<file path="src/source/mem_pkg.sv">
`default_nettype none

package mem_pkg;

  // ============================================================
  // Sizes
  // ============================================================
  localparam int XLEN       = 32;
  localparam int STRB_W     = XLEN / 8;
  localparam int NUM_BANKS  = 4;
  localparam int BANK_WORDS = 64;
  localparam int BANK_SEL_W = $clog2(NUM_BANKS);
  localparam int ROW_W      = $clog2(BANK_WORDS);
  // Word index across all banks, bank bits are the low ones
  localparam int WORD_IDX_W = BANK_SEL_W + ROW_W;
  localparam int ROB_W      = 6;
  localparam int PREG_W     = 6;
  localparam int ORDQ_DEPTH = 4;
  localparam int ORDQ_PTR_W = $clog2(ORDQ_DEPTH);

  // ============================================================
  // Opcodes
  // ============================================================
  typedef enum logic [0:0] {
    MEM_LOAD,
    MEM_STORE
  } mem_op_e;

  typedef enum logic [1:0] {
    ALIGN_B,
    ALIGN_H,
    ALIGN_W
  } align_e;

  // ============================================================
  // Records
  // ============================================================

  // LL is an atomic load, SC an atomic store
  typedef struct packed {
    logic                valid;
    mem_op_e             mem_op;
    align_e              align;
    logic                sign_ext;
    logic                atomic;
    logic [XLEN-1:0]     src0;
    logic [XLEN-1:0]     src1;
    logic [XLEN-1:0]     imm;
    logic [ROB_W-1:0]    rob_idx;
    logic [PREG_W-1:0]   pdest;
  } exe_req_t;

  typedef struct packed {
    logic                valid;
    logic                we;
    logic [STRB_W-1:0]   strb;
    logic [ROW_W-1:0]    row;
    logic [XLEN-1:0]     wdata;
  } bank_req_t;

  typedef struct packed {
    logic                valid;
    logic [XLEN-1:0]     rdata;
  } bank_rsp_t;

  // valid marks a push into the order queue
  typedef struct packed {
    logic                  valid;
    logic [BANK_SEL_W-1:0] bank;
    logic                  excp;
    mem_op_e               mem_op;
    align_e                align;
    logic                  sign_ext;
    logic                  atomic;
    logic                  sc_ok;
    logic [1:0]            offset;
    logic [ROB_W-1:0]      rob_idx;
    logic [PREG_W-1:0]     pdest;
    logic [XLEN-1:0]       vaddr;
  } ord_t;

  typedef struct packed {
    logic                valid;
    logic                we;
    logic [XLEN-1:0]     wdata;
    logic [ROB_W-1:0]    rob_idx;
    logic [PREG_W-1:0]   pdest;
    logic                excp;
    logic [XLEN-1:0]     vaddr;
    mem_op_e             mem_op;
    logic                atomic;
  } wb_t;

endpackage

`default_nettype wire
</file>
<file path="src/source/mem_bank.sv">
`timescale 1ns/100ps
`default_nettype none

module mem_bank import mem_pkg::*; (
  input  logic      clk,
  input  logic      rst_n,
  input  logic      flush_i,
  input  bank_req_t req_i,
  output logic      ready_o,
  output bank_rsp_t rsp_o,
  input  logic      pop_i
);

  logic [XLEN-1:0] mem [BANK_WORDS];
  logic            rsp_valid_q;
  logic [XLEN-1:0] rsp_data_q;
  logic            capture;

  // Response slot frees up in the same cycle it is popped
  assign ready_o = ~rsp_valid_q | pop_i;
  assign capture = req_i.valid & ready_o;

  // ============================================================
  // Storage
  // ============================================================
  always_ff @(posedge clk) begin
    if (capture && req_i.we) begin
      for (int b = 0; b < STRB_W; b++) begin
        if (req_i.strb[b]) begin
          mem[req_i.row][8*b +: 8] <= req_i.wdata[8*b +: 8];
        end
      end
    end
  end

  // Old word is returned, stores ignore it downstream
  always_ff @(posedge clk) begin
    if (capture) begin
      rsp_data_q <= mem[req_i.row];
    end
  end

  // ============================================================
  // Response slot
  // ============================================================
  always_ff @(posedge clk or negedge rst_n) begin
    if (!rst_n) begin
      rsp_valid_q <= 1'b0;
    end else if (flush_i) begin
      rsp_valid_q <= 1'b0;
    end else if (capture) begin
      rsp_valid_q <= 1'b1;
    end else if (pop_i) begin
      rsp_valid_q <= 1'b0;
    end
  end

  assign rsp_o.valid = rsp_valid_q;
  assign rsp_o.rdata = rsp_data_q;

  // Writeback pops only what this bank holds
  a_pop_valid: assert property (@(posedge clk) disable iff (!rst_n)
    pop_i |-> rsp_valid_q);

endmodule

`default_nettype wire

</file>
<file path="config.mk">
export PLATFORM = sky130hd
export DESIGN_NAME = mem_bank
export DESIGN_NICKNAME = d
export VERILOG_FILES = /design/src/source/mem_pkg.sv /design/src/source/mem_bank.sv
export SDC_FILE = /design/constraint.sdc
export NUM_CORES = 2
export LEC_CHECK = 0
export ABC_AREA = 1
export ABC_CLOCK_PERIOD_IN_PS = 3300
export CAP_MARGIN = 25
export CORE_MARGIN = 1
export CORE_UTILIZATION = 45
export CTS_CLUSTER_DIAMETER = 150
export CTS_CLUSTER_SIZE = 16
export DETAILED_ROUTE_END_ITERATION = 10
export DONT_BUFFER_PORTS = 1
export SLEW_MARGIN = 20
export SYNTH_ARGS = -nofsm -noshare
export SYNTH_HDL_FRONTEND = slang
export SYNTH_SLANG_ARGS = --single-unit
</file>
<file path="constraint.sdc">
create_clock -name clk -period 3.3 [get_ports clk]
set_clock_uncertainty 0.05 [all_clocks]
set_input_delay 0.66 -clock clk [delete_from_list [all_inputs] [get_ports clk]]
set_output_delay 0.66 -clock clk [all_outputs]
set_load 0.005 [all_outputs]
</file>
# [Word-level counts from Yosys, hierarchy flattened]
# Memory sizes are Yosys's and may differ from the RTL's. A register that Yosys moved wholly into a read port is not among the register bits.
# Index checks and enable logic that the tools add are counted.
[classes] bitwise=3 mux=15 reduce_logical=2
[ops] op="1-bit two-way mux" n=15
[ops] op="3-bit nonzero test" n=1
[ops] op="1-bit bitwise AND" n=1
[ops] op="1-bit logical AND" n=1
[ops] op="1-bit NOT" n=1
[ops] op="1-bit OR" n=1
[totals] word_cells=22 ff_bits=1 mem_count=1 out_inout_bits=34 mem_bits_rw=2048
[mem_list] name="mem" depth=64 width=32 read_ports=1 rd_clocked_by_memory_dff=1 write_ports=1 line_no="mem_bank.sv:14" rtl="logic [XLEN-1:0] mem [BANK_WORDS];"

# [Longest topological paths before layout]
[logic_depth] ltp_word=6 mapped_depth=15 ltp_nobuf=11

# [Least setup slack after synthesis]
# Ideal clock, no wire load.
[synth_timing] kind="in2reg" startpoint="input req_i[32] (netlist bit)" endpoint="memory mem[14][0], enable pin" t_arrival_ns=1.960 required_ns=2.880 setup_slack_ns=0.920 stages=7 n_path_buf=4 cell_sequence="buf_4 > buf_6 > buf_6 > buf_6 > nor2_2 > nand2_1 > nor2_1"
[synth_rtl] item="from (decl)" line_no="mem_bank.sv:8" rtl="input bank_req_t req_i,"
[synth_rtl] item="to (decl)" line_no="mem_bank.sv:14"
# Straight into the memory's write port.

==> impl_metrics.toml <==
[hold_path]
hp-class = "input port to flop"
hold_path_depth = 1

[synthesis]
synth_edf_count = 2080
ys.flop_type = "edfxtp_1"
synthTopCellsByCount = "5798 x nand2_1, 2080 x edfxtp_1, 330 x nor2_1"
ys_seq_area_frac = 0.7088
netlist.area_leader.share = 0.7085
yosys_warnings = 0
synth_cells = 8733
synthArstFlopShare = 0.0004805
yosysMostFrequentCell = "nand2_1"
syn_area_per_cell_um2 = 10.10
ys_top_cells_by_area = "edfxtp_1 71%, nand2_1 25%, nor2_1 1.4%"
syn_area_um2 = 88160
synth_top_area_cell = "edfxtp_1"
synthesis.nets = 8781
ys_seq_elements = 2081
ys_types = 22

[place]
numPortBuffers = 0
gp_congestion = 0.8593
postPlaceCellArea_um2 = 92200
detailed_place_hpwl_um = 148300

[floorplanning]
core-area_um2 = 194800
fp.dieW_um = 444.6
dieArea_um2 = 197700
initial_core_util = 0.4526
fp.dieH_um = 444.6
io_pins = 82
rows = 162

[setup_path]
path_common_cell = "nand2_1"
path_max_fanout = 250
path_class = "input port to flop"
slowest_stage = "buf_16"
cp_num_cells = 13
cp-start-kind = "input port"
path_cells = "buf_16 > buf_16 > buf_16 > nand2_1 > nand2_1 > nand2_1 > nand2_1 > nand2_1 > nand2_1 > nand2_1 > nand2_1 > nor2_1 > nand2_1"
r2r.worst_path.cells = 6
crit_path_end_kind = "flop"
crit_buf_inv = 3
crit_arrival_ns = 3.70
critPathTopFamily = "buffers and inverters"
cpPeakStageDelay_ns = 0.77
cp.required_ns = 3.95

[power]
p_clk_frac = 0.344
p_seq_frac = 0.591
p_switching_mw = 11.24
sw_frac_of_total = 0.2268
combinationalPowerShare = 0.065
power.static_leakage_nw = 40.38
max-vdd-ir-drop_mv = 0.5468
powerDensity_nw_per_um2 = 507.8
p_int_mw = 38.30

[timing]
period_share = 0.9236
hold_viol_final = 0
rsz0062_at_grt = "false"
max_freq_ghz = 0.3281
max_slew_margin = -0.01585
drv_slew = 30
setup_viol = 0
min_period_ns = 3.048
tightest_slew_ns = 1.524

[cts]
cts_root_buffer = "clkbuf_16"
cts_buffer_depth = 3
cts.sinks = 2081
clk_latency_ns = 0.82
cts_tree = "yes"
cts_buffers = 148
cts_setup_buffers = 0
cts.clk_slew.worst_paths_ns = 0.07
cts-htree-levels = 4

[cells_and_area]
layout-area-overhead-vs-synth_pct = 10.64
final_cell_area_um2 = 97540
fin_util = 0.5007
nets = 8862
drive_above_1_share = 0.06553
n_fill_cell = 17444

[routing]
dr.pass1.iters = 8
drc = 0
vias = 59426
ant_nets = 0
viasPerCell = 5.182
drt_iter0_drc = 5798
drt-wirelength-per-cell_um = 22.47
wirelength_um = 257700

[status]
status = "finished with violations"
violations = "max-slew violations"

[grt]
overflow = 0
grt_pass1_wl_um = 373200
grt_max_degree = 1040
grt_pass1_vias = 55828
grt_antenna_before_repair = 14
grt_usage = 0.2553

[flow_run]
maxCapViolCount = 0
-- cells by family (layout without fill, tap and decap cells) --
logic type | after synthesis | after routing | synth area share
buffers and inverters | 480 | 583 | 0.02725
other | 0 | 8 | 0
and+or+nand+nor | 6159 | 6159 | 0.2631
AOI/OAI and AO/OA | 13 | 13 | 0.0008799
DFF | 2081 | 2081 | 0.7088
-- per-layer routing --
layer / share of wire / GRT usage
met4: 0.041 / 0.09781
met2: 0.46 / 0.4066
met3: 0.079 / 0.04753
met5: 0.00027 / 0
met1: 0.42 / 0.3479
-- final timing paths --
kind / endpoint / slack [ns] / start
worst max-delay path: rsp_data_q[22] / 0.25 / req_i[32]
worst min-delay path: mem[19][17] / 0.12 / req_i[17]
worst max register to register: mem[23][17] / 0.29 / rsp_valid_q
worst min register to register: rsp_data_q[30] / 0.72 / mem[18][30]
max in group asynchronous: rsp_valid_q / 2.58 / rst_n
min in group asynchronous: rsp_valid_q / 0.52 / rst_n
-- layout by cell type, fill, tap and decap left out, drive strengths merged --
cell         count
a21oi            1
dlygate4sd3      6
dfrtp            1
nand3            7
nor2           340
inv             31
or2              6
edfxtp        2080
nand2         5798
diode            8
nor3             8
o211ai           5
clkbuf         168
buf            372
clkinv           6
o21ai            7
-- registers in the layout (all words and copies together) (netlist names) --
| name | count |
|---|---|
| rsp_data_q | 32 |
| mem | 2048 |
| rsp_valid_q | 1 |
-- worst register-to-register path: cells and delay by family, from the launching register on --
kind,cells,cell delay (ns)
and+or+nand+nor,5,1.86
DFF,1,0.40
buffers and inverters,1,0.32
-- area by class of cell --
class                   instances  area, µm²  area share
diodes                          8      20.02   0.0002052
clock buffers                 162       3862     0.03960
clock inverters                10      140.1    0.001437
inverters                      27      141.4    0.001450
multi-input cells            6172      23340      0.2393
flip-flops and latches       2081      62480      0.6406
well taps                    2624       3283     0.03366
repair buffers                384       4264     0.04372
-- power groups by stage --
stage                     Sequential, mW  Clock, mW  Combinational, mW
final                               29.3       17.1               3.22
after floorplan                     29.8          0               1.86
after global routing                29.2       18.2               3.53
after CTS                           29.3       17.3               2.92
after detailed placement            29.8          0               2.28
after global placement              29.8          0               2.28
-- metrics by stage --
stage	worst slack, ns	power, mW	std cells	setup TNS (ns)	hold WS (ns)
finish	0.2522	49.53	11468	0	0.1249
global route	0.07461	50.93	11462	0	0.09570
CTS	0.1937	49.49	11448	0	0.08426
detailed placement	-0.04102	32.13	11236	-0.7098	0.3144
global placement	0.02428	32.13	11236	0	0.3144
floorplan	0.9198	31.61	8733	0	0.3144
-- what timing repair did --
item | 4_1_cts | 5_1_grt
endpoints found under the hold margin | 2000 | 0
hold buffers | 40 | 0
setup endpoints to repair | 0 | 1056
resized for setup | 0 | 6
(Power assumes the default switching activity.)
