--- src/source/mem_pkg.sv ---
`default_nettype none

package mem_pkg;

  // ============================================================
  // Sizes
  // ============================================================
  localparam int XLEN       = 32;
  localparam int STRB_W     = XLEN / 8;
  localparam int NUM_BANKS  = 4;
  localparam int BANK_WORDS = 64;
  localparam int BANK_SEL_W = $clog2(NUM_BANKS);
  localparam int ROW_W      = $clog2(BANK_WORDS);
  // Word index across all banks, bank bits are the low ones
  localparam int WORD_IDX_W = BANK_SEL_W + ROW_W;
  localparam int ROB_W      = 6;
  localparam int PREG_W     = 6;
  localparam int ORDQ_DEPTH = 4;
  localparam int ORDQ_PTR_W = $clog2(ORDQ_DEPTH);

  // ============================================================
  // Opcodes
  // ============================================================
  typedef enum logic [0:0] {
    MEM_LOAD,
    MEM_STORE
  } mem_op_e;

  typedef enum logic [1:0] {
    ALIGN_B,
    ALIGN_H,
    ALIGN_W
  } align_e;

  // ============================================================
  // Records
  // ============================================================

  // LL is an atomic load, SC an atomic store
  typedef struct packed {
    logic                valid;
    mem_op_e             mem_op;
    align_e              align;
    logic                sign_ext;
    logic                atomic;
    logic [XLEN-1:0]     src0;
    logic [XLEN-1:0]     src1;
    logic [XLEN-1:0]     imm;
    logic [ROB_W-1:0]    rob_idx;
    logic [PREG_W-1:0]   pdest;
  } exe_req_t;

  typedef struct packed {
    logic                valid;
    logic                we;
    logic [STRB_W-1:0]   strb;
    logic [ROW_W-1:0]    row;
    logic [XLEN-1:0]     wdata;
  } bank_req_t;

  typedef struct packed {
    logic                valid;
    logic [XLEN-1:0]     rdata;
  } bank_rsp_t;

  // valid marks a push into the order queue
  typedef struct packed {
    logic                  valid;
    logic [BANK_SEL_W-1:0] bank;
    logic                  excp;
    mem_op_e               mem_op;
    align_e                align;
    logic                  sign_ext;
    logic                  atomic;
    logic                  sc_ok;
    logic [1:0]            offset;
    logic [ROB_W-1:0]      rob_idx;
    logic [PREG_W-1:0]     pdest;
    logic [XLEN-1:0]       vaddr;
  } ord_t;

  typedef struct packed {
    logic                valid;
    logic                we;
    logic [XLEN-1:0]     wdata;
    logic [ROB_W-1:0]    rob_idx;
    logic [PREG_W-1:0]   pdest;
    logic                excp;
    logic [XLEN-1:0]     vaddr;
    mem_op_e             mem_op;
    logic                atomic;
  } wb_t;

endpackage

`default_nettype wire
--- src/source/mem_writeback.sv ---
`timescale 1ns/100ps
`default_nettype none

module mem_writeback import mem_pkg::*; (
  input  logic                 clk,
  input  logic                 rst_n,
  input  logic                 flush_i,
  input  ord_t                 ord_i,
  output logic                 ord_ready_o,
  input  bank_rsp_t            bank_rsp_i [NUM_BANKS],
  output logic [NUM_BANKS-1:0] bank_pop_o,
  output wb_t                  wb_o,
  input  logic                 wb_ready_i
);

  ord_t                  q_mem [ORDQ_DEPTH];
  logic [ORDQ_PTR_W-1:0] wr_ptr;
  logic [ORDQ_PTR_W-1:0] rd_ptr;
  logic [ORDQ_PTR_W:0]   count;
  logic                  full;
  logic                  empty;
  logic                  push;
  logic                  pop;
  ord_t                  head;
  bank_rsp_t             head_rsp;
  logic [XLEN-1:0]       shifted;
  logic [XLEN-1:0]       load_data;

  // ============================================================
  // Order queue
  // ============================================================
  assign full        = (count == (ORDQ_PTR_W+1)'(ORDQ_DEPTH));
  assign empty       = (count == '0);
  assign ord_ready_o = ~full;
  assign push        = ord_i.valid;
  assign pop         = wb_o.valid & wb_ready_i;

  always_ff @(posedge clk) begin
    if (push) begin
      q_mem[wr_ptr] <= ord_i;
    end
  end

  always_ff @(posedge clk or negedge rst_n) begin
    if (!rst_n) begin
      wr_ptr <= '0;
      rd_ptr <= '0;
      count  <= '0;
    end else if (flush_i) begin
      wr_ptr <= '0;
      rd_ptr <= '0;
      count  <= '0;
    end else begin
      if (push) wr_ptr <= wr_ptr + 1'b1;
      if (pop)  rd_ptr <= rd_ptr + 1'b1;
      case ({push, pop})
        2'b10:   count <= count + 1'b1;
        2'b01:   count <= count - 1'b1;
        default: count <= count;
      endcase
    end
  end

  // ============================================================
  // Head extraction
  // ============================================================
  always_comb begin
    head     = q_mem[rd_ptr];
    head_rsp = bank_rsp_i[head.bank];
    shifted  = head_rsp.rdata >> {head.offset, 3'b000};

    case (head.align)
      ALIGN_B: load_data = head.sign_ext ? {{(XLEN-8){shifted[7]}}, shifted[7:0]} :
                                           {{(XLEN-8){1'b0}}, shifted[7:0]};
      ALIGN_H: load_data = head.sign_ext ? {{(XLEN-16){shifted[15]}}, shifted[15:0]} :
                                           {{(XLEN-16){1'b0}}, shifted[15:0]};
      default: load_data = head_rsp.rdata;
    endcase

    // Exception entries need no bank response
    wb_o.valid   = ~empty & (head.excp | head_rsp.valid);
    wb_o.we      = ~head.excp & ((head.mem_op == MEM_LOAD) | head.atomic);
    if (head.excp) begin
      wb_o.wdata = '0;
    end else if (head.mem_op == MEM_LOAD) begin
      wb_o.wdata = load_data;
    end else if (head.atomic) begin
      wb_o.wdata = {{(XLEN-1){1'b0}}, head.sc_ok};
    end else begin
      wb_o.wdata = '0;
    end
    wb_o.rob_idx = head.rob_idx;
    wb_o.pdest   = head.pdest;
    wb_o.excp    = head.excp;
    wb_o.vaddr   = head.vaddr;
    wb_o.mem_op  = head.mem_op;
    wb_o.atomic  = head.atomic;

    for (int k = 0; k < NUM_BANKS; k++) begin
      bank_pop_o[k] = pop & ~head.excp & (head.bank == BANK_SEL_W'(k));
    end
  end

  // Issue must respect ord_ready
  a_no_push_full: assert property (@(posedge clk) disable iff (!rst_n)
    push |-> ~full);

  // Stalled record holds until accepted
  a_wb_stable: assert property (@(posedge clk) disable iff (!rst_n)
    (wb_o.valid && !wb_ready_i && !flush_i) |=> (wb_o.valid && $stable(wb_o)));

endmodule

`default_nettype wire

--- config.mk ---
export PLATFORM = sky130hd
export DESIGN_NAME = mem_writeback
export DESIGN_NICKNAME = d
export VERILOG_FILES = /design/src/source/mem_pkg.sv /design/src/source/mem_writeback.sv
export SDC_FILE = /design/constraint.sdc
export NUM_CORES = 1
export LEC_CHECK = 0
export ABC_CLOCK_PERIOD_IN_PS = 5390
export BUFFER_PORTS_ARGS = -buffer_cell sky130_fd_sc_hd__buf_2
export CAP_MARGIN = 25
export CORE_ASPECT_RATIO = 0.9
export CORE_MARGIN = 1.5
export CORE_UTILIZATION = 30
export DETAILED_ROUTE_END_ITERATION = 12
export SYNTH_ARGS = -nofsm -noshare
export SYNTH_HDL_FRONTEND = slang
export SYNTH_SLANG_ARGS = --single-unit
--- constraint.sdc ---
create_clock -name clk -period 5.39 [get_ports clk]
set_input_delay 0.2695 -clock clk [delete_from_list [all_inputs] [get_ports clk]]
set_output_delay 0.2695 -clock clk [all_outputs]
set_load 0.05 [all_outputs]
Word level (Yosys, flattened, before mapping)
Memories as Yosys holds them, arrays and structs flattened.
Cells that the tools add are included.
- flip-flop bits (word level): 7
- RAM bits: 224
- input port bits: 192
- output and inout bits: 86
- logic and storage cells: 55
- memories: 1
- memory list (memory ; depth ; bits a word ; read ports ; clocked after memory_dff ; wr ports ; line ; text):
    q_mem ; 4 ; 56 ; 1 ; 0 ; 1 ; mem_writeback.sv:16 ; ord_t q_mem [ORDQ_DEPTH];
- add/subtract/negate cells: 4
- order comparisons: 1
- equal/unequal tests: 7
- shifts and indexed selects: 1
- multiplexer cells: 17
- bitwise logic cells: 15
- reductions and logical operators: 6
- operator list (operator ; number):
    two-way mux 32 bit ; 4
    binary-select mux 33 bit (select 2 bit) ; 1
    two-way mux 33 bit ; 2
    one-hot mux 32 bit (2 select lines) ; 1
    >> shifter 32 x 5 -> 16 bit ; 1
    bitwise AND 1 bit ; 8
    two-way mux 2 bit ; 4
    == test 2 x 1 -> 1 bit, second input constant ; 3
    == test 2 bit, second input constant ; 3
    one-hot mux 3 bit (2 select lines) ; 1
    adder 2 x 1 -> 2 bit, second input constant ; 2
    logical NOT 2 bit ; 2
    inverter 1 bit ; 4
    nonzero test 2 bit ; 2
    adder 3 x 1 -> 3 bit, second input constant ; 1
    == test 3 bit, second input constant ; 1
    >= comparator 3 bit, second input constant ; 1
    logical NOT 3 bit ; 1
    two-way mux 1 bit ; 3
    two-way mux 3 bit ; 1
    inverter 2 -> 3 bit ; 1
    nonzero test 3 bit ; 1
    subtractor 3 x 1 -> 3 bit, second input constant ; 1
    OR 1 bit ; 2

Logic depth before layout (Yosys ltp)
Gate-level depths: netlist (run 1).
An unclocked memory read counts as a cell.
- depth in word-level cells: 11
- depth in mapped cells: 12
- mapped depth without buffers: 9

Worst setup path after synthesis (run 1)
No wires, ideal clock.
- path kind: register to output
- from: register rd_ptr[0]
- to: output wb_o[47] (netlist bit)
- arrival: 3203 ps
- data required time: 5121 ps
- setup slack: 1917 ps
- cell stages (with the launch flop): 8
- path buffers: 2
- path through: dfrtp_1 -> buf_6 -> buf_2 -> mux4_2 -> inv_1 -> a21oi_1 -> o21ai_0 -> a21oi_1
- RTL lines (item ; line ; text):
    from (decl) ; mem_writeback.sv:18 ; logic [ORDQ_PTR_W-1:0] rd_ptr;
    from (signal assigned) ; mem_writeback.sv:55 ; if (pop) rd_ptr <= rd_ptr + 1'b1;
    to (decl) ; mem_writeback.sv:12 ; output wb_t wb_o,

==> results of run 1 <==
logic make-up after synthesis:
kind of cell,Yosys count
XOR/XNOR,3
buffers and inverters,45
flip-flops,227
adder cells (fa/ha/maj),5
AND/OR/NAND/NOR,88
AO/OA/AOI/OAI,103
multiplexers,138
final cells by class:
| type | count | area, sq um | share of cell area |
|---|---|---|---|
| clock inverter | 18 | 196 | 0.0143 |
| inverter | 5 | 18.8 | 0.00137 |
| antenna | 1 | 2.50 | 0.000182 |
| tap | 462 | 578 | 0.0421 |
| multi-input combinational | 337 | 3490 | 0.254 |
| clock buffer | 27 | 633 | 0.0461 |
| timing repair buffer | 340 | 2030 | 0.148 |
| sequential | 227 | 6790 | 0.494 |
critical path, delay by kind of cell (launching register included):
| kind | cells | cell delay, ns |
|---|---|---|
| buffers and inverters | 2 | 0.87 |
| AND/OR/NAND/NOR | 1 | 0.09 |
| multiplexers | 3 | 1.58 |
| flip-flops | 1 | 0.57 |
| AO/OA/AOI/OAI | 2 | 0.39 |
sequential cells by signal (all words and copies together), names as in the netlist:
| name | flops |
|---|---|
| wr_ptr | 2 |
| q_mem | 220 |
| rd_ptr | 2 |
| count | 3 |
power groups by stage:
stage	clock [mW]	sequential, mW	combinational, mW
2_1_floorplan	0	2.10	2.01
3_3_place_gp	0	2.13	2.58
3_5_place_dp	0	2.13	2.58
4_1_cts	1.77	2.10	2.63
5_1_grt	1.84	2.11	2.79
6_report	1.72	2.10	2.62
cells in the final DEF, fill, tap and decap left out, types with 2 or more instances in the layout:
master	netlist	final
buf_2	6	277
dfrtp_1	7	5
edfxtp_1	220	220
nor2b_1	6	6
clkinv_2	0	3
a21oi_1	33	33
dlygate4sd3_1	0	56
mux2i_1	58	58
xnor2_1	2	2
clkinv_1	0	9
nand2_1	27	27
and2_4	0	4
o21ai_0	38	38
and2_1	6	2
nand2b_1	5	5
buf_4	5	5
nor3_1	5	5
inv_1	4	4
clkbuf_1	13	2
a21oi_2	10	10
a211oi_1	7	7
and2_0	6	6
ha_1	4	4
mux2_2	5	5
clkbuf_16	0	25
dfrtp_4	0	2
bufinv_16	0	4
nor2_1	25	25
a31oi_1	7	7
mux4_2	72	72
worst min-delay path by stage:
stage,from,to,slack [ns],cells after the start
floorplan,rst_n,count[0],-0.03,0
finish,flush_i,wr_ptr[0],0.06,2
global placement,rst_n,count[2],0.13,1
detailed placement,rst_n,count[2],0.13,1
CTS,flush_i,wr_ptr[0],0.03,2
global route,flush_i,wr_ptr[0],0.06,2
repair_timing:
item                                   in CTS  in global routing
resized for setup                           0                  0
hold buffers                               56                  0
endpoints found under the hold margin     227                  0
layer usage:
metal  vias to the layer above  share of wire  GRT usage
met5                         -              0          0
met2                       285           0.50      0.272
li1                       3116              -          -
met4                         0          0.018     0.0301
met1                      3337           0.40      0.186
met3                        36          0.083     0.0448
==> impl_metrics.toml, run 1 <==
[sta]
max_freq_ghz = 0.230
rsz0062_at_grt = "false"
clock_skew_ns = 0.0132
setup_viol_count_final = 0
drv_slew = 0
period_share = 0.805
hold_viol = 0
hold-worst-slack_ns = 0.0632
layout_setup_ws_ns = 1.05
fin_tns_setup_ns = 0
finalCriticalPeriod_ns = 4.34
relSlewSlack = 0.363
worst_pin_slew_ns = 0.955

[routing]
dr.pass1.iters = 6
dr_total_vias = 6774
avgViaCountPerCell = 4.78
drc_errors = 0
drt-total-wl_um = 28400
post_drt_wl_per_cell_um = 20.0
drtIter0Drc = 309
antenna_left = 0

[yosys]
synthXorXnorAreaFrac = 0.00250
ys_warn_count = 0
synth_cell_types = 47
synthFlopType = "edfxtp_1"
synth_top_family_by_area = "multiplexers"
synth_commonest_cells = "edfxtp_1, mux4_2, mux2i_1, o21ai_0, a21oi_1"
synth_fa_ha_area_frac = 0.00667
synth-edff-count = 220
yosysTopAreaCellShare = 0.629
ys_ff_latch = 227
yosysMostFrequentCell = "edfxtp_1"
synthArstFlopShare = 0.0308
muxShareOfSynthArea = 0.219
netlist_area_sq_um = 10500
synthCells = 609
synth-seq-area-share = 0.645
avgSynthCellArea_sq_um = 17.3
synth_compound_area_frac = 0.0628
yosys.area.top_type = "edfxtp_1"
synth_nets = 806
yosys.area_share.simple = 0.0404
synth_area_leaders = "edfxtp_1, mux4_2, mux2i_1, o21ai_0, dfrtp_1"

[power_and_ir_drop]
pwr-share-seq = 0.325
p_total_mw = 6.44
p_leak_nw = 5.07
switchingPower_mw = 2.49
p_comb_frac = 0.407
intPower_mw = 3.95
clockPowerShare = 0.267
p_per_area_nw_per_um2 = 469
p_sw_frac = 0.386
ir_drop_mv = 0.394

[place]
place_congestion = 0.893
post-dp-hpwl_um = 19100
place_ws_ns = 1.47
portBuffers = 277
placed_area_sq_um = 12300
placed_cells = 1313

[global_routing]
grt_pass1_vias = 7147
grt_pass1_wl_um = 43000
grt_util_all_layers = 0.154
antenna_found_initial = 1
grt_max_degree = 56
grt-ovfl-total = 0

[final_layout]
drive_gt1_frac = 0.444
utilization = 0.401
nNetsFinal = 1133
syn_to_final_growth_pct = 30.7
fillers = 3216
final_cells = 1417
fin_area_sq_um = 13700

[critical_path]
crit_fanout = 32
ff2ff_path_depth = 10
cpMostUsedCell = "mux4_2"
slowest_stage = "mux4_2"
slowest_delay_ns = 0.84
path_class = "flop to output pin"
ff2ff_setup_slack_ns = 2.02
r2r_start = "rd_ptr[1]"
critical_path_arrival_ns = 4.07
cp_cell_sequence = "mux4_2, buf_4, mux2i_1, mux4_2, nand2_1, o21ai_0, a21oi_1, buf_2"
cp-endpoint = "wb_o[49]"
cp-startpoint = "rd_ptr[0]"
required_ns = 5.12
r2r_end = "count[2]"
start_kind = "flop"
crit_path_end_kind = "output pin"

[floorplan]
io_pins = 278
die-area_sq_um = 36200
std_cell_rows = 64
core_sq_um = 34300
die_x_um = 200
die_h_um = 181
start_util = 0.307

[cts]
postCtsSetupBuffers = 0
clock-sinks = 227
cts_made_buffers = 25
h-tree-depth = 1
clockRootBuffer = "clkbuf_16"
insertion_delay_ns = 0.53
clk_pin_slew_worst_paths_ns = 0.06
cts_tree = "done"
clk_path_buf_depth = 3

[run_status]
outcome = "complete, no violations"

[worst_hold_path]
min_path_type = "primary input to flop"

[flow_run]
maxCapViolCount = 0
No activity file was read; power rests on OpenSTA's default activity.
==> inputs of run 2 (changes only) <==
--- a/config.mk
+++ b/config.mk
@@ -5,7 +5,7 @@
 export SDC_FILE = /design/constraint.sdc
 export NUM_CORES = 1
 export LEC_CHECK = 0
-export ABC_CLOCK_PERIOD_IN_PS = 5390
+export ABC_CLOCK_PERIOD_IN_PS = 4100
 export BUFFER_PORTS_ARGS = -buffer_cell sky130_fd_sc_hd__buf_2
 export CAP_MARGIN = 25
 export CORE_ASPECT_RATIO = 0.9
==> constraint.sdc (replaced) <==
create_clock -name clk -period 4.1 [get_ports clk]
set_input_delay 0.205 -clock clk [delete_from_list [all_inputs] [get_ports clk]]
set_output_delay 0.205 -clock clk [all_outputs]
set_load 0.05 [all_outputs]
==> impl_metrics.toml, run 2 (synthesis gave the netlist of run 1 again) <==
[cts]
clk_path_buf_depth = 3
cts_made_buffers = 24
h-tree-depth = 1
postCtsSetupBuffers = 0
cts_tree = "done"
insertion_delay_ns = 0.51
clock-sinks = 227
clockRootBuffer = "clkbuf_16"
clk_pin_slew_worst_paths_ns = 0.06

[routing]
avgViaCountPerCell = 4.80
post_drt_wl_per_cell_um = 20.2
dr_total_vias = 6824
maxUsedRoutingLayer = "met5"
wl_met2_um = 14000
drt-met1-wl_um = 11300
drt-total-wl_um = 28700
drc_errors = 0
drtIter0Drc = 317
antenna_left = 0
dr.pass1.iters = 4
route.met3.wl_um = 2490

[critical_path]
start_kind = "flop"
crit_fanout = 24
ff2ff_setup_slack_ns = 0.87
crit_path_end_kind = "output pin"
cp-endpoint = "wb_o[56]"
r2r_end = "count[2]"
required_ns = 3.89
path_buf_inv = 3
slowest_delay_ns = 0.70
critical_path_arrival_ns = 3.66
r2r_start = "rd_ptr[1]"
path_class = "flop to output pin"
cpLargestDelayFamily = "multiplexers"
crit_cells = 9
cp-startpoint = "rd_ptr[0]"
ff2ff_path_depth = 10
slowest_stage = "mux4_2"
cp_cell_sequence = "buf_4, mux4_2, mux2i_1, mux4_2, nor3b_2, a311oi_4, buf_4, a21oi_1, buf_2"

[power_and_ir_drop]
p_per_area_nw_per_um2 = 605
p_total_mw = 8.29
p_leak_nw = 5.06
ir_drop_mv = 0.425

[floorplan]
die-area_sq_um = 36200
die_h_um = 181
std_cell_rows = 64
die_x_um = 200
start_util = 0.307
io_pins = 278
core_sq_um = 34300

[final_layout]
final_cell_mix = "buf_2, edfxtp_1, mux4_2, mux2i_1, dlygate4sd3_1"
syn_to_final_growth_pct = 30.4
fin_area_sq_um = 13700
fillers = 3213
regMostFlops = "q_mem"
drive_gt1_frac = 0.446
largest_reg_flops = 220
reg_top3 = "q_mem: 220 flops, count: 3 flops"
nNetsFinal = 1138
mostFrequentLayoutCell = "buf_2"
final_cells = 1421

[sta]
drv_slew = 0
rsz0062_at_grt = "false"
finalCriticalPeriod_ns = 3.87
hold-worst-slack_ns = 0.0670
clock_skew_ns = 0.00504
setup_viol_count_final = 0
fin_tns_setup_ns = 0
period_share = 0.943
worst_pin_slew_ns = 0.933
hold_viol = 0
relSlewSlack = 0.378
max_freq_ghz = 0.259

[place]
placed_area_sq_um = 12400
placed_cells = 1320
post-dp-hpwl_um = 19700
place_congestion = 0.902
portBuffers = 277

[global_routing]
grt_util_all_layers = 0.156
grt_pass1_vias = 7285
antenna_found_initial = 2
grt-ovfl-total = 0
grt_max_degree = 56
grt_pass1_wl_um = 43600

[flow_run]
maxCapViolCount = 0

[worst_hold_path]
min_path_type = "primary input to async pin"

[run_status]
outcome = "complete, no violations"
==> run 2: changes by cell type in the layout (fill, tap and decap cells not counted), moves of 2 or more <==
| cell | previous run | this run |
|---|---|---|
| buf_4 | 5 | 11 |
| clkinv_1 | 9 | 7 |
| clkbuf_1 | 2 | 4 |
| bufinv_16 | 4 | 2 |
==> run 2: worst min path at each step <==
stage | start | end | slack [ns] | depth (start not counted)
2_1_floorplan | rst_n | count[0] | -0.09 | 0
5_1_grt | rst_n | wr_ptr[1] | 0.06 | 2
4_1_cts | rst_n | wr_ptr[1] | 0.04 | 2
3_5_place_dp | rst_n | wr_ptr[1] | 0.06 | 1
3_3_place_gp | rst_n | wr_ptr[1] | 0.06 | 1
6_report | rst_n | wr_ptr[1] | 0.07 | 2
==> run 2: final cells by class <==
class	count	area (sq um)	area share
repair buffers	346	2060	0.150
diodes	1	2.50	0.000183
clock buffers	29	641	0.0468
well taps	462	578	0.0422
clock inverters	14	118	0.00858
flip-flops and latches	227	6790	0.495
inverters	5	18.8	0.00137
multi-input cells	337	3500	0.255
==> run 2: power by group <==
group | total (mW) | internal [mW] | switching (mW)
registers | 2.74 | 2.68 | 0.0595
logic | 3.47 | 1.15 | 2.33
clock network | 2.08 | 1.23 | 0.846
total | 8.29 | 5.06 | 3.23
==> run 2: through the flow <==
stage	setup WS, ns	util
global route	0.0388	0.400
floorplan	0.692	-
CTS	0.148	0.399
finish	0.234	0.400
detailed placement	0.705	0.361
global placement	0.732	0.361
==> run 2: routing by layer <==
layer  vias up  track usage
met4         2       0.0586
met2       312        0.268
met3        56       0.0505
met5         -            0
met1      3330        0.181
li1       3124            -
==> run 2: what timing repair did <==
item | CTS | global route
endpoints found under the hold margin | 231 | 0
setup endpoints to repair | 0 | 5
hold buffers | 57 | 0
resized for setup | 0 | 1
