`src/source/mem_pkg.sv`:
```
`default_nettype none

package mem_pkg;

  // ============================================================
  // Sizes
  // ============================================================
  localparam int XLEN       = 32;
  localparam int STRB_W     = XLEN / 8;
  localparam int NUM_BANKS  = 4;
  localparam int BANK_WORDS = 64;
  localparam int BANK_SEL_W = $clog2(NUM_BANKS);
  localparam int ROW_W      = $clog2(BANK_WORDS);
  // Word index across all banks, bank bits are the low ones
  localparam int WORD_IDX_W = BANK_SEL_W + ROW_W;
  localparam int ROB_W      = 6;
  localparam int PREG_W     = 6;
  localparam int ORDQ_DEPTH = 4;
  localparam int ORDQ_PTR_W = $clog2(ORDQ_DEPTH);

  // ============================================================
  // Opcodes
  // ============================================================
  typedef enum logic [0:0] {
    MEM_LOAD,
    MEM_STORE
  } mem_op_e;

  typedef enum logic [1:0] {
    ALIGN_B,
    ALIGN_H,
    ALIGN_W
  } align_e;

  // ============================================================
  // Records
  // ============================================================

  // LL is an atomic load, SC an atomic store
  typedef struct packed {
    logic                valid;
    mem_op_e             mem_op;
    align_e              align;
    logic                sign_ext;
    logic                atomic;
    logic [XLEN-1:0]     src0;
    logic [XLEN-1:0]     src1;
    logic [XLEN-1:0]     imm;
    logic [ROB_W-1:0]    rob_idx;
    logic [PREG_W-1:0]   pdest;
  } exe_req_t;

  typedef struct packed {
    logic                valid;
    logic                we;
    logic [STRB_W-1:0]   strb;
    logic [ROW_W-1:0]    row;
    logic [XLEN-1:0]     wdata;
  } bank_req_t;

  typedef struct packed {
    logic                valid;
    logic [XLEN-1:0]     rdata;
  } bank_rsp_t;

  // valid marks a push into the order queue
  typedef struct packed {
    logic                  valid;
    logic [BANK_SEL_W-1:0] bank;
    logic                  excp;
    mem_op_e               mem_op;
    align_e                align;
    logic                  sign_ext;
    logic                  atomic;
    logic                  sc_ok;
    logic [1:0]            offset;
    logic [ROB_W-1:0]      rob_idx;
    logic [PREG_W-1:0]     pdest;
    logic [XLEN-1:0]       vaddr;
  } ord_t;

  typedef struct packed {
    logic                valid;
    logic                we;
    logic [XLEN-1:0]     wdata;
    logic [ROB_W-1:0]    rob_idx;
    logic [PREG_W-1:0]   pdest;
    logic                excp;
    logic [XLEN-1:0]     vaddr;
    mem_op_e             mem_op;
    logic                atomic;
  } wb_t;

endpackage

`default_nettype wire
```
`src/source/mem_issue.sv`:
```
`timescale 1ns/100ps
`default_nettype none

module mem_issue import mem_pkg::*; (
  input  logic                 clk,
  input  logic                 rst_n,
  input  logic                 flush_i,
  input  exe_req_t             exe_i,
  output logic                 exe_ready_o,
  output bank_req_t            bank_req_o [NUM_BANKS],
  input  logic [NUM_BANKS-1:0] bank_ready_i,
  output ord_t                 ord_o,
  input  logic                 ord_ready_i
);

  exe_req_t              issue_q;
  logic [XLEN-1:0]       vaddr;
  logic [1:0]            offset;
  logic                  misalign;
  logic [BANK_SEL_W-1:0] bank_sel;
  logic [ROW_W-1:0]      row;
  logic [WORD_IDX_W-1:0] word_idx;
  logic [STRB_W-1:0]     strb;
  logic [XLEN-1:0]       lane_data;
  logic                  is_store;
  logic                  is_sc;
  logic                  is_ll;
  logic                  sc_ok;
  logic                  issue_fire;
  logic                  resv_valid;
  logic [WORD_IDX_W-1:0] resv_idx;

  // ============================================================
  // Issue register
  // ============================================================
  always_ff @(posedge clk or negedge rst_n) begin
    if (!rst_n) begin
      issue_q <= '0;
    end else if (flush_i) begin
      issue_q.valid <= 1'b0;
    end else if (exe_ready_o) begin
      issue_q <= exe_i;
    end
  end

  // ============================================================
  // Address, alignment and lanes
  // ============================================================
  always_comb begin
    vaddr    = issue_q.src0 + issue_q.imm;
    offset   = vaddr[1:0];
    bank_sel = vaddr[2 +: BANK_SEL_W];
    row      = vaddr[2 + BANK_SEL_W +: ROW_W];
    word_idx = vaddr[2 +: WORD_IDX_W];

    case (issue_q.align)
      ALIGN_B: begin
        misalign  = 1'b0;
        strb      = STRB_W'(1) << offset;
        lane_data = {(XLEN/8){issue_q.src1[7:0]}};
      end
      ALIGN_H: begin
        misalign  = offset[0];
        strb      = STRB_W'(3) << offset;
        lane_data = {(XLEN/16){issue_q.src1[15:0]}};
      end
      default: begin
        misalign  = |offset;
        strb      = '1;
        lane_data = issue_q.src1;
      end
    endcase

    is_store = (issue_q.mem_op == MEM_STORE);
    is_sc    = is_store & issue_q.atomic;
    is_ll    = ~is_store & issue_q.atomic;
    // SC succeeds only on a live reservation of the same word
    sc_ok    = is_sc & resv_valid & (resv_idx == word_idx) & ~misalign;
  end

  // Exceptions skip the bank and go straight to the order queue
  always_comb begin
    issue_fire  = issue_q.valid & ord_ready_i & (misalign | bank_ready_i[bank_sel]);
    exe_ready_o = ~issue_q.valid | issue_fire;
  end

  // ============================================================
  // Bank steering
  // ============================================================
  always_comb begin
    for (int k = 0; k < NUM_BANKS; k++) begin
      bank_req_o[k].valid = issue_q.valid & ~misalign & ord_ready_i &
                            (bank_sel == BANK_SEL_W'(k));
      // Failed SC still reads so its queue entry gets a response
      bank_req_o[k].we    = is_store & (~is_sc | sc_ok);
      bank_req_o[k].strb  = strb;
      bank_req_o[k].row   = row;
      bank_req_o[k].wdata = lane_data;
    end
  end

  always_comb begin
    ord_o.valid    = issue_fire;
    ord_o.bank     = bank_sel;
    ord_o.excp     = misalign;
    ord_o.mem_op   = issue_q.mem_op;
    ord_o.align    = issue_q.align;
    ord_o.sign_ext = issue_q.sign_ext;
    ord_o.atomic   = issue_q.atomic;
    ord_o.sc_ok    = sc_ok;
    ord_o.offset   = offset;
    ord_o.rob_idx  = issue_q.rob_idx;
    ord_o.pdest    = issue_q.pdest;
    ord_o.vaddr    = vaddr;
  end

  // ============================================================
  // Load-linked reservation
  // ============================================================
  always_ff @(posedge clk or negedge rst_n) begin
    if (!rst_n) begin
      resv_valid <= 1'b0;
      resv_idx   <= '0;
    end else if (flush_i) begin
      resv_valid <= 1'b0;
    end else if (issue_fire) begin
      if (is_sc) begin
        resv_valid <= 1'b0;
      end else if (!misalign) begin
        if (is_ll) begin
          resv_valid <= 1'b1;
          resv_idx   <= word_idx;
        end else if (is_store && word_idx == resv_idx) begin
          resv_valid <= 1'b0;
        end
      end
    end
  end

  // A stalled operation stays in place until it leaves issue
  a_issue_hold: assert property (@(posedge clk) disable iff (!rst_n)
    (issue_q.valid && !issue_fire && !flush_i) |=> (issue_q.valid && $stable(issue_q)));

endmodule

`default_nettype wire

```
`config.mk`:
```
export PLATFORM = sky130hd
export DESIGN_NAME = mem_issue
export DESIGN_NICKNAME = d
export VERILOG_FILES = /design/src/source/mem_pkg.sv /design/src/source/mem_issue.sv
export SDC_FILE = /design/constraint.sdc
export NUM_CORES = 1
export LEC_CHECK = 0
export ABC_AREA = 1
export BUFFER_PORTS_ARGS = -buffer_cell sky130_fd_sc_hd__buf_2
export CAP_MARGIN = 0
export CORE_MARGIN = 5
export CORE_UTILIZATION = 40
export CTS_CLUSTER_DIAMETER = 80
export DETAILED_ROUTE_END_ITERATION = 6
export GPL_TIMING_DRIVEN = 0
export PLACE_DENSITY = 0.69
export SLEW_MARGIN = 25
export SYNTH_ARGS = -nofsm -noshare
export SYNTH_HDL_FRONTEND = slang
export SYNTH_SLANG_ARGS = --single-unit
```
`constraint.sdc`:
```
create_clock -name clk -period 3.3 [get_ports clk]
set_input_delay 0.165 -clock clk [delete_from_list [all_inputs] [get_ports clk]]
set_output_delay 0.165 -clock clk [all_outputs]
set_load 0.05 [all_outputs]
```
# == Yosys cells after proc, flatten, opt, wreduce, memory -nomap -nowiden ==
# Index checks and enable logic that the tools add are counted.
# op_classes
bitwise,22
reduce_logical,10
n_lt_le_gt_ge,1
mux,13
shifts,2
n_eq_ne,7
n_addsub,1
# ops
op,n
2-to-1 mux 114 bit,1
case mux 32 bit (2 select lines),1
adder 32 bit,1
equality test 8 bit,2
AND 1 bit,14
2-to-1 mux 1 bit,8
case mux 4 bit (2 select lines),1
NOT 1 bit,5
AND reduction 5 bit,1
equality test 2 x 1 -> 1 bit (second input constant),2
equality test 2 bit (second input constant),2
zero test 2 bit,2
nonzero test 2 bit,2
nonzero test 4 bit,1
left shift 1 x 2 -> 4 bit (first input constant),1
left shift 2 x 2 -> 4 bit (first input constant),1
less-than comparator 2 x 3 -> 1 bit (second input constant),1
!= test 3 x 2 -> 1 bit (second input constant),1
OR 1 bit,3
AND reduction 3 bit,1
binary-select mux 1 bit (select 2 bit),1
case mux 1 bit (2 select lines),1
AND reduction 2 bit,1
OR reduction 2 bit,1
logical AND 1 bit,1
# word_totals
in_bits,122
regBits,123
out_inout_bits,233
word_cells,68

# == Longest topological paths before layout ==
# Gate-level depths: netlist of run 1.
# logic_depth
depth_word,9
depth_mapped,19
mapped_depth_nobuf,19

# == Worst setup path before layout of run 1 ==
# OpenSTA, ideal clock, no wires.
# synth_timing
path_type,flip-flop to output port
from,register issue_q[12] (netlist bit)
to,output port bank_req_o[130] (netlist bit)
path_buffers,1
arrival_ps,3545
path_stages_with_launch,18
path_slack_ps,-410
t_required_ps,3135
path_cell_list,dfrtp_1 ha_1 inv_1 fa_1 inv_1 nand2_1 nand2_1 nand3_1 nand2_1 nand2_1 nand2_1 nand2_1 nand2_1 nand2_1 nor2_1 nand4_1 a21oi_1 buf_4
# synth_lines
item,line,source
"start, declared",mem_issue.sv:16,exe_req_t issue_q;
"start signal, assigned",mem_issue.sv:42,issue_q <= exe_i;
"end, declared",mem_issue.sv:10,"output bank_req_t bank_req_o [NUM_BANKS],"

==> results of run 1 <==
## power groups by stage
stage | Combinational (mW) | Clock (mW) | Sequential (mW)
global placement | 7.62 | 0 | 1.99
CTS | 7.91 | 1.96 | 1.99
floorplan | 6.17 | 0 | 1.94
finish | 8.09 | 1.92 | 1.99
global route | 8.54 | 2.02 | 2.03
detailed placement | 7.68 | 0 | 2.01
## cells in the mapped netlist, drive strengths merged (3+ instances only)
| cell | number | area [µm²] |
|---|---|---|
| buf | 180 | 1379 |
| nand2 | 178 | 708.2 |
| dfrtp | 123 | 3078 |
| mux2 | 103 | 1254 |
| inv | 86 | 322.8 |
| nor2 | 58 | 217.7 |
| a21oi | 46 | 267.8 |
| nand3 | 41 | 227.7 |
| ha | 31 | 387.9 |
| o21ai | 22 | 110.1 |
| xor2 | 19 | 166.4 |
| nor3 | 8 | 40.04 |
| o211ai | 7 | 52.55 |
| clkbuf | 5 | 18.77 |
| nand4 | 5 | 31.28 |
| o21bai | 5 | 37.54 |
| a21o | 4 | 30.03 |
| nand3b | 4 | 30.03 |
| xnor2 | 4 | 35.03 |
| a31oi | 3 | 18.77 |
## cell type report
type,instances,area (µm²)
fillers,1788,8243
plain buffers,185,1409
repair buffers,480,3072
multi-input cells,546,3881
inverters,87,327.8
flip-flops and latches,123,3078
well taps,275,344.1
clock inverters,15,175.2
clock buffers,17,425.4
## per-stage QoR
| step | TNS [ns] | hold slack (ns) |
|---|---|---|
| global placement | 0 | 0.3826 |
| CTS | -0.01961 | 0.002497 |
| detailed placement | -0.1443 | 0.1268 |
| floorplan | 0 | -0.1306 |
| finish | 0 | 0.01878 |
| global route | -0.5873 | 0.008250 |
## routing by layer
layer  vias up  global-route usage (%)  wire [µm]
met5         -                       0          0
met4         0                   5.544        400
met3        32                   4.716       1728
met2       256                   37.22      13570
met1      3744                   26.29      11140
li1       3902                       -          -
## flip-flops by register name (all words and copies together), names as in the netlist
| signal | cells |
|---|---|
| resv_valid | 1 |
| ord_o | 16 |
| issue_q | 97 |
| is_store | 1 |
| resv_idx | 8 |
## timing repair
item,in CTS,in global routing
pin swaps,9,19
endpoints found under the hold margin,172,0
setup endpoints to repair,13,11
buffers inserted,4,8
gates resized for setup,25,34
hold buffers,113,0
## worst paths after layout
path | endpoint | depth (start not counted) | start
hold reg to reg | ord_o[37] | 1 | ord_o[37]
min in group asynchronous | issue_q[45] | 2 | rst_n
max in group asynchronous | resv_idx[1] | 3 | rst_n
setup / recovery | bank_req_o[130] | 18 | issue_q[12]
setup reg to reg | issue_q[20] | 19 | issue_q[12]
hold / removal | issue_q[59] | 3 | exe_i[59]
## tightest hold or removal path: stages
cell,delay (ns)
buf_2,0.08
nor2_1,0.04
a21oi_2,0.10
## kinds of logic (layout without fill, tap and decap cells)
kind of cell / after synthesis / count (layout)
multiplexers: 103 / 103
buffers and inverters: 272 / 784
XOR/XNOR: 23 / 23
AND/OR/NAND/NOR: 296 / 296
AO/OA/AOI/OAI: 92 / 92
adder cells (fa/ha/maj): 32 / 32
flip-flops: 123 / 123
==> run metrics, run 1 <==
DRC 0; Max Cap Violations 0; Critical Path Fanout Max 4; PnR Total Power 12.00 mW; Nets 1594; GR Overflow Total 0; Die H 155.7 µm; clock latency at the later pin of the worst-skew pair 0.42 ns; Synth Register Bits 123; Hold WC Path Type input port to flop; Slew Limit Headroom 48.65%; GRT Total Usage 21.15%; final instance area 12710 µm²; Setup Skew 0.01230 ns; Setup WS post-layout 0.01249 ns; Synth Area in Compound Gates 6.599%; Final min period 3.288 ns; ant diodes 0; Area growth syn-to-layout 49.65%; Starting Density 40.54%; sequential area share after synthesis 36.24%; Crit path required time 3.13 ns; critical path class flop to output port; fin cells 1728; Post-Synth Adder-Cell Area 4.802%; IR Drop Worst-Case VDD 0.7067 mV; WP buf/inv 4; average size of a mapped cell 9.027 µm²; final period utilization 99.62%; most frequent cells in the layout buf_2 (348), buf_4 (184), nand2_1 (157), dfrtp_1 (123), dlygate4sd3_1 (113); Finish-stage setup viols 0; largest net degree at the start of global routing 63; vias per std cell 4.591; Pwr Density 943.9 nW/µm²; mapped cell area 8494 µm²; core area 20960 µm²; Starting DRT DRC Count 291; DP HPWL 20.20 mm; Clock power frac 16.0%; Async S/R FF share, synth 100.0%; first-pass GRT wire length 41.35 mm; H-tree Lvls 4; CP Data Arrival Time 3.12 ns; Die X 155.7 µm; root buf cell clkbuf_16; mux contribution to synthesized area 14.76%; Yosys warning total 0; prevailing post-synth register cell dfrtp_1; number of synthesized flops with an enable pin 0; layout cells sized above 1 51.00%; P_int 5.406 mW; Syn Nets 1095; initial antenna violation count 0; most common library cell in the layout ignoring fill and taps buf_2; DRT antenna net count 0; via count 7934; # IOs 355; RSZ-0062 raised after global routing yes; Crit path max-delay family simple AND/OR/NAND/NOR gates; P_leak 6.751 nW; Max Freq 304.2 MHz; status complete, no violations; CP cell instances ha_2 > inv_2 > fa_2 > inv_2 > nand2_4 > nand2_4 > nand3_4 > nand2_4 > nand2_2 > nand2_2 > nand2_1 > nand2_1 > nand2_2 > nor2_4 > nand4_1 > a21oi_4 > buf_6 > buf_8; Comb pwr share 67.4%; wire length per cell 15.53 µm; Net Sw Power 6.593 mW; Rows 53; Critical Path Start Type flop; Synth Area in Simple Gates 14.92%; combinational family with the most area after synthesis buffers and inverters; Post-DP Area 10660 µm²; Seq pwr share 16.6%; CTS tree built; Worst path slowest cell fa_2; Post-Route Utilization 60.66%; pre-CTS setup slack -0.04966 ns; vias in the first global route 8016; Gate Count Post-Synth 941; CP peak stage delay 0.36 ns; placed insts 1571; Sink Count 123; XOR/XNOR Fraction of Synth Area 2.371%; DRT Pass-1 Iters 5; Critical Path Sink Type output port; Worst-Margin Slew 0.7621 ns; Total Wirelength 26.84 mm; Clock Pin Slew Worst Setup and Hold Paths 0.06 ns; IO buf count 354; Final GP Congestion 0.9431; switch share 54.95%; Clock Path Buffers 2; final hold vios 0; CTS Buf Count 17; Slew Viols, Final 0; R2R setup slack 0.32 ns; library cells used by synthesis 39; die area 24250 µm²
Power figures use the tool's default switching activity.
==> run 2, diff against run 1 <==
==> constraint.sdc (replaced) <==
create_clock -name clk -period 3.3 [get_ports clk]
set_input_delay 0.165 -clock clk [delete_from_list [all_inputs] [get_ports clk]]
set_output_delay 0.165 -clock clk [all_outputs]
set_load 0.01 [all_outputs]
==> run metrics, run 2 (synthesis results as in run 1) <==
root buf cell clkbuf_16; Final min period 3.144 ns (-0.1433 ns); Setup WS post-layout 0.1558 ns (+0.1433 ns); Crit path required time 3.13 ns (about the same); layout cells sized above 1 50.45% (-0.55 points); vias in the first global route 8049 (+0.41%); die area 24250 µm² (unchanged); RSZ-0062 raised after global routing yes; GRT Total Usage 21.21% (+0.064 points); Worst path slowest cell dfrtp_1; Hold EP issue_q[77]; max reg flops 97 (unchanged); Max Cap Violations 0 (unchanged); initial antenna violation count 0 (unchanged); CTS tree built; Nets 1584 (-0.63%); GR Overflow Total 0 (unchanged); P_leak 6.705 nW (-0.68%); Worst-Margin Slew 0.9287 ns (+0.1666 ns); Slew Viols, Final 0 (unchanged); final instance area 12570 µm² (-1.1%); core area 20960 µm² (unchanged); DRT antenna net count 0 (unchanged); reg2reg end issue_q[16]; Worst Min Path Start exe_i[77]; DP HPWL 20.18 mm (-0.12%); CP peak stage delay 0.39 ns (+0.03 ns); fin cells 1718 (-0.58%); final period utilization 95.28% (-4.3 points); Rows 53 (unchanged); Crit path max-delay family simple AND/OR/NAND/NOR gates; Min Hold Slack 0.01858 ns (-0.0002041 ns); first-pass GRT wire length 41.17 mm (-0.43%); CP Data Arrival Time 2.98 ns (-0.14 ns); Post-DP Area 10650 µm² (-0.11%); placed insts 1571 (unchanged); Clock Path Buffers 2 (unchanged); WP buf/inv 4 (unchanged); status complete, no violations; Clock Pin Slew Worst Setup and Hold Paths 0.05 ns (about the same); via count 7887 (-0.59%); CTS Buf Count 17 (unchanged); most common library cell in the layout ignoring fill and taps buf_2; vias per std cell 4.591 (about the same); Starting Density 40.54% (unchanged); critical path class flop to output port; R2R setup slack 0.46 ns (+0.14 ns); Pwr Density 712.7 nW/µm² (-25%); Reg2Reg Depth 14 (-5); Critical Path Fanout Max 4 (unchanged); Critical Path Start Type flop; Worst R2R Start issue_q[76]; Finish-stage setup viols 0 (unchanged); final hold vios 0 (unchanged); Slew Limit Headroom 37.43% (-11 points); Post-Route Setup TNS 0 ns (unchanged); DRC 0 (unchanged); Die H 155.7 µm (unchanged); Total Wirelength 26.76 mm (-0.31%); Area growth syn-to-layout 48.02%; clock latency at the later pin of the worst-skew pair 0.42 ns (about the same); ant diodes 0 (unchanged); IR Drop Worst-Case VDD 0.4337 mV (-39%); pre-CTS setup slack -0.05439 ns (-0.004731 ns); most frequent cells in the layout buf_2 (354), buf_4 (179), nand2_1 (159), dfrtp_1 (123), dlygate4sd3_1 (110); Max Freq 318.1 MHz (+4.6%); wire length per cell 15.58 µm (+0.27%); CP cell instances ha_4 > inv_1 > fa_2 > inv_2 > nand2_4 > nand2_4 > nand3_4 > nand2_4 > nand2_2 > nand2_2 > nand2_1 > nand2_1 > nand2_1 > nor2_2 > nand4_1 > a21oi_4 > buf_4 > buf_2; Die X 155.7 µm (unchanged); Sink Count 123 (unchanged); Hold WC Path Type input port to flop; Post-Route Utilization 60.00% (-0.66 points); IO buf count 354 (unchanged); Starting DRT DRC Count 321 (+10%); H-tree Lvls 4 (unchanged); largest net degree at the start of global routing 74 (+17%); Most flops, register issue_q; Setup Skew 0.01310 ns (+0.0008006 ns); DRT Pass-1 Iters 4 (-1); Final GP Congestion 0.9237 (-2.1%); # IOs 355 (unchanged); Critical Path Sink Type output port; PnR Total Power 8.960 mW (-25%); WHS Path Cells 3 (unchanged)
-- run 2: cell types whose count changed in the layout (fill, tap and decap cells not counted), moves of 3 or more --
cell,delta
buf_6,-4
nand3_1,+3
clkinv_2,+4
dlygate4sd3_1,-3
buf_2,+6
inv_6,-5
buf_4,-5
buf_8,-3
-- run 2: worst max path at each step --
stage	startpoint	endpoint	slack, ns	cells past startpoint
after floorplan	issue_q[12]	bank_req_o[130]	0.59	17
after global placement	issue_q[12]	bank_req_o[174]	0.04	18
after detailed placement	issue_q[12]	bank_req_o[86]	-0.05	18
after CTS	issue_q[12]	bank_req_o[86]	0.007	18
after global routing	issue_q[14]	bank_req_o[86]	-0.07	18
final	issue_q[76]	bank_req_o[86]	0.16	18
-- run 2: worst reg2reg max path: stages, from the launching register on --
cell     delay (ns)
dfrtp_1        0.41
ha_4           0.17
inv_1          0.08
fa_2           0.47
inv_1          0.13
nor2_1         0.05
nor2_1         0.21
inv_1          0.12
nand3_2        0.12
nand3_4        0.09
nand2_4        0.09
nand2_4        0.11
buf_6          0.19
buf_8          0.16
mux2_4         0.31
-- run 2: repair_timing --
item | 4_1_cts | 5_1_grt
hold buffers | 110 | 0
pin swaps | 7 | 6
endpoints found under the hold margin | 158 | 0
buffers inserted | 3 | 2
endpoints found under the setup margin | 6 | 11
gates resized for setup | 13 | 23
-- run 2: report_power, final --
part | leakage [nW] | switching, mW | internal, mW | total, mW
registers | 1.43 | 0.210 | 1.78 | 1.99
logic | 4.97 | 2.59 | 2.38 | 4.98
clock network | 0.303 | 0.727 | 1.26 | 1.99
total | 6.71 | 3.53 | 5.43 | 8.96
-- run 2: final cells by class --
type / count / area (µm²)
Buffer: 185 / 1398
Sequential cell: 123 / 3078
Inverter: 87 / 327.8
Tap cell: 275 / 344.1
Fill cell: 1790 / 8382
Timing Repair Buffer: 470 / 2948
Clock inverter: 15 / 198.9
Multi-Input combinational cell: 546 / 3854
Clock buffer: 17 / 425.4
-- run 2: layer usage --
layer  up-vias  global-route usage (%)  wire (µm)
li1       3880                       -          -
met1      3723                   25.78      10930
met2       248                   37.36      13560
met5         -                       0          0
met3        36                   5.021       1804
met4         0                   6.419        465
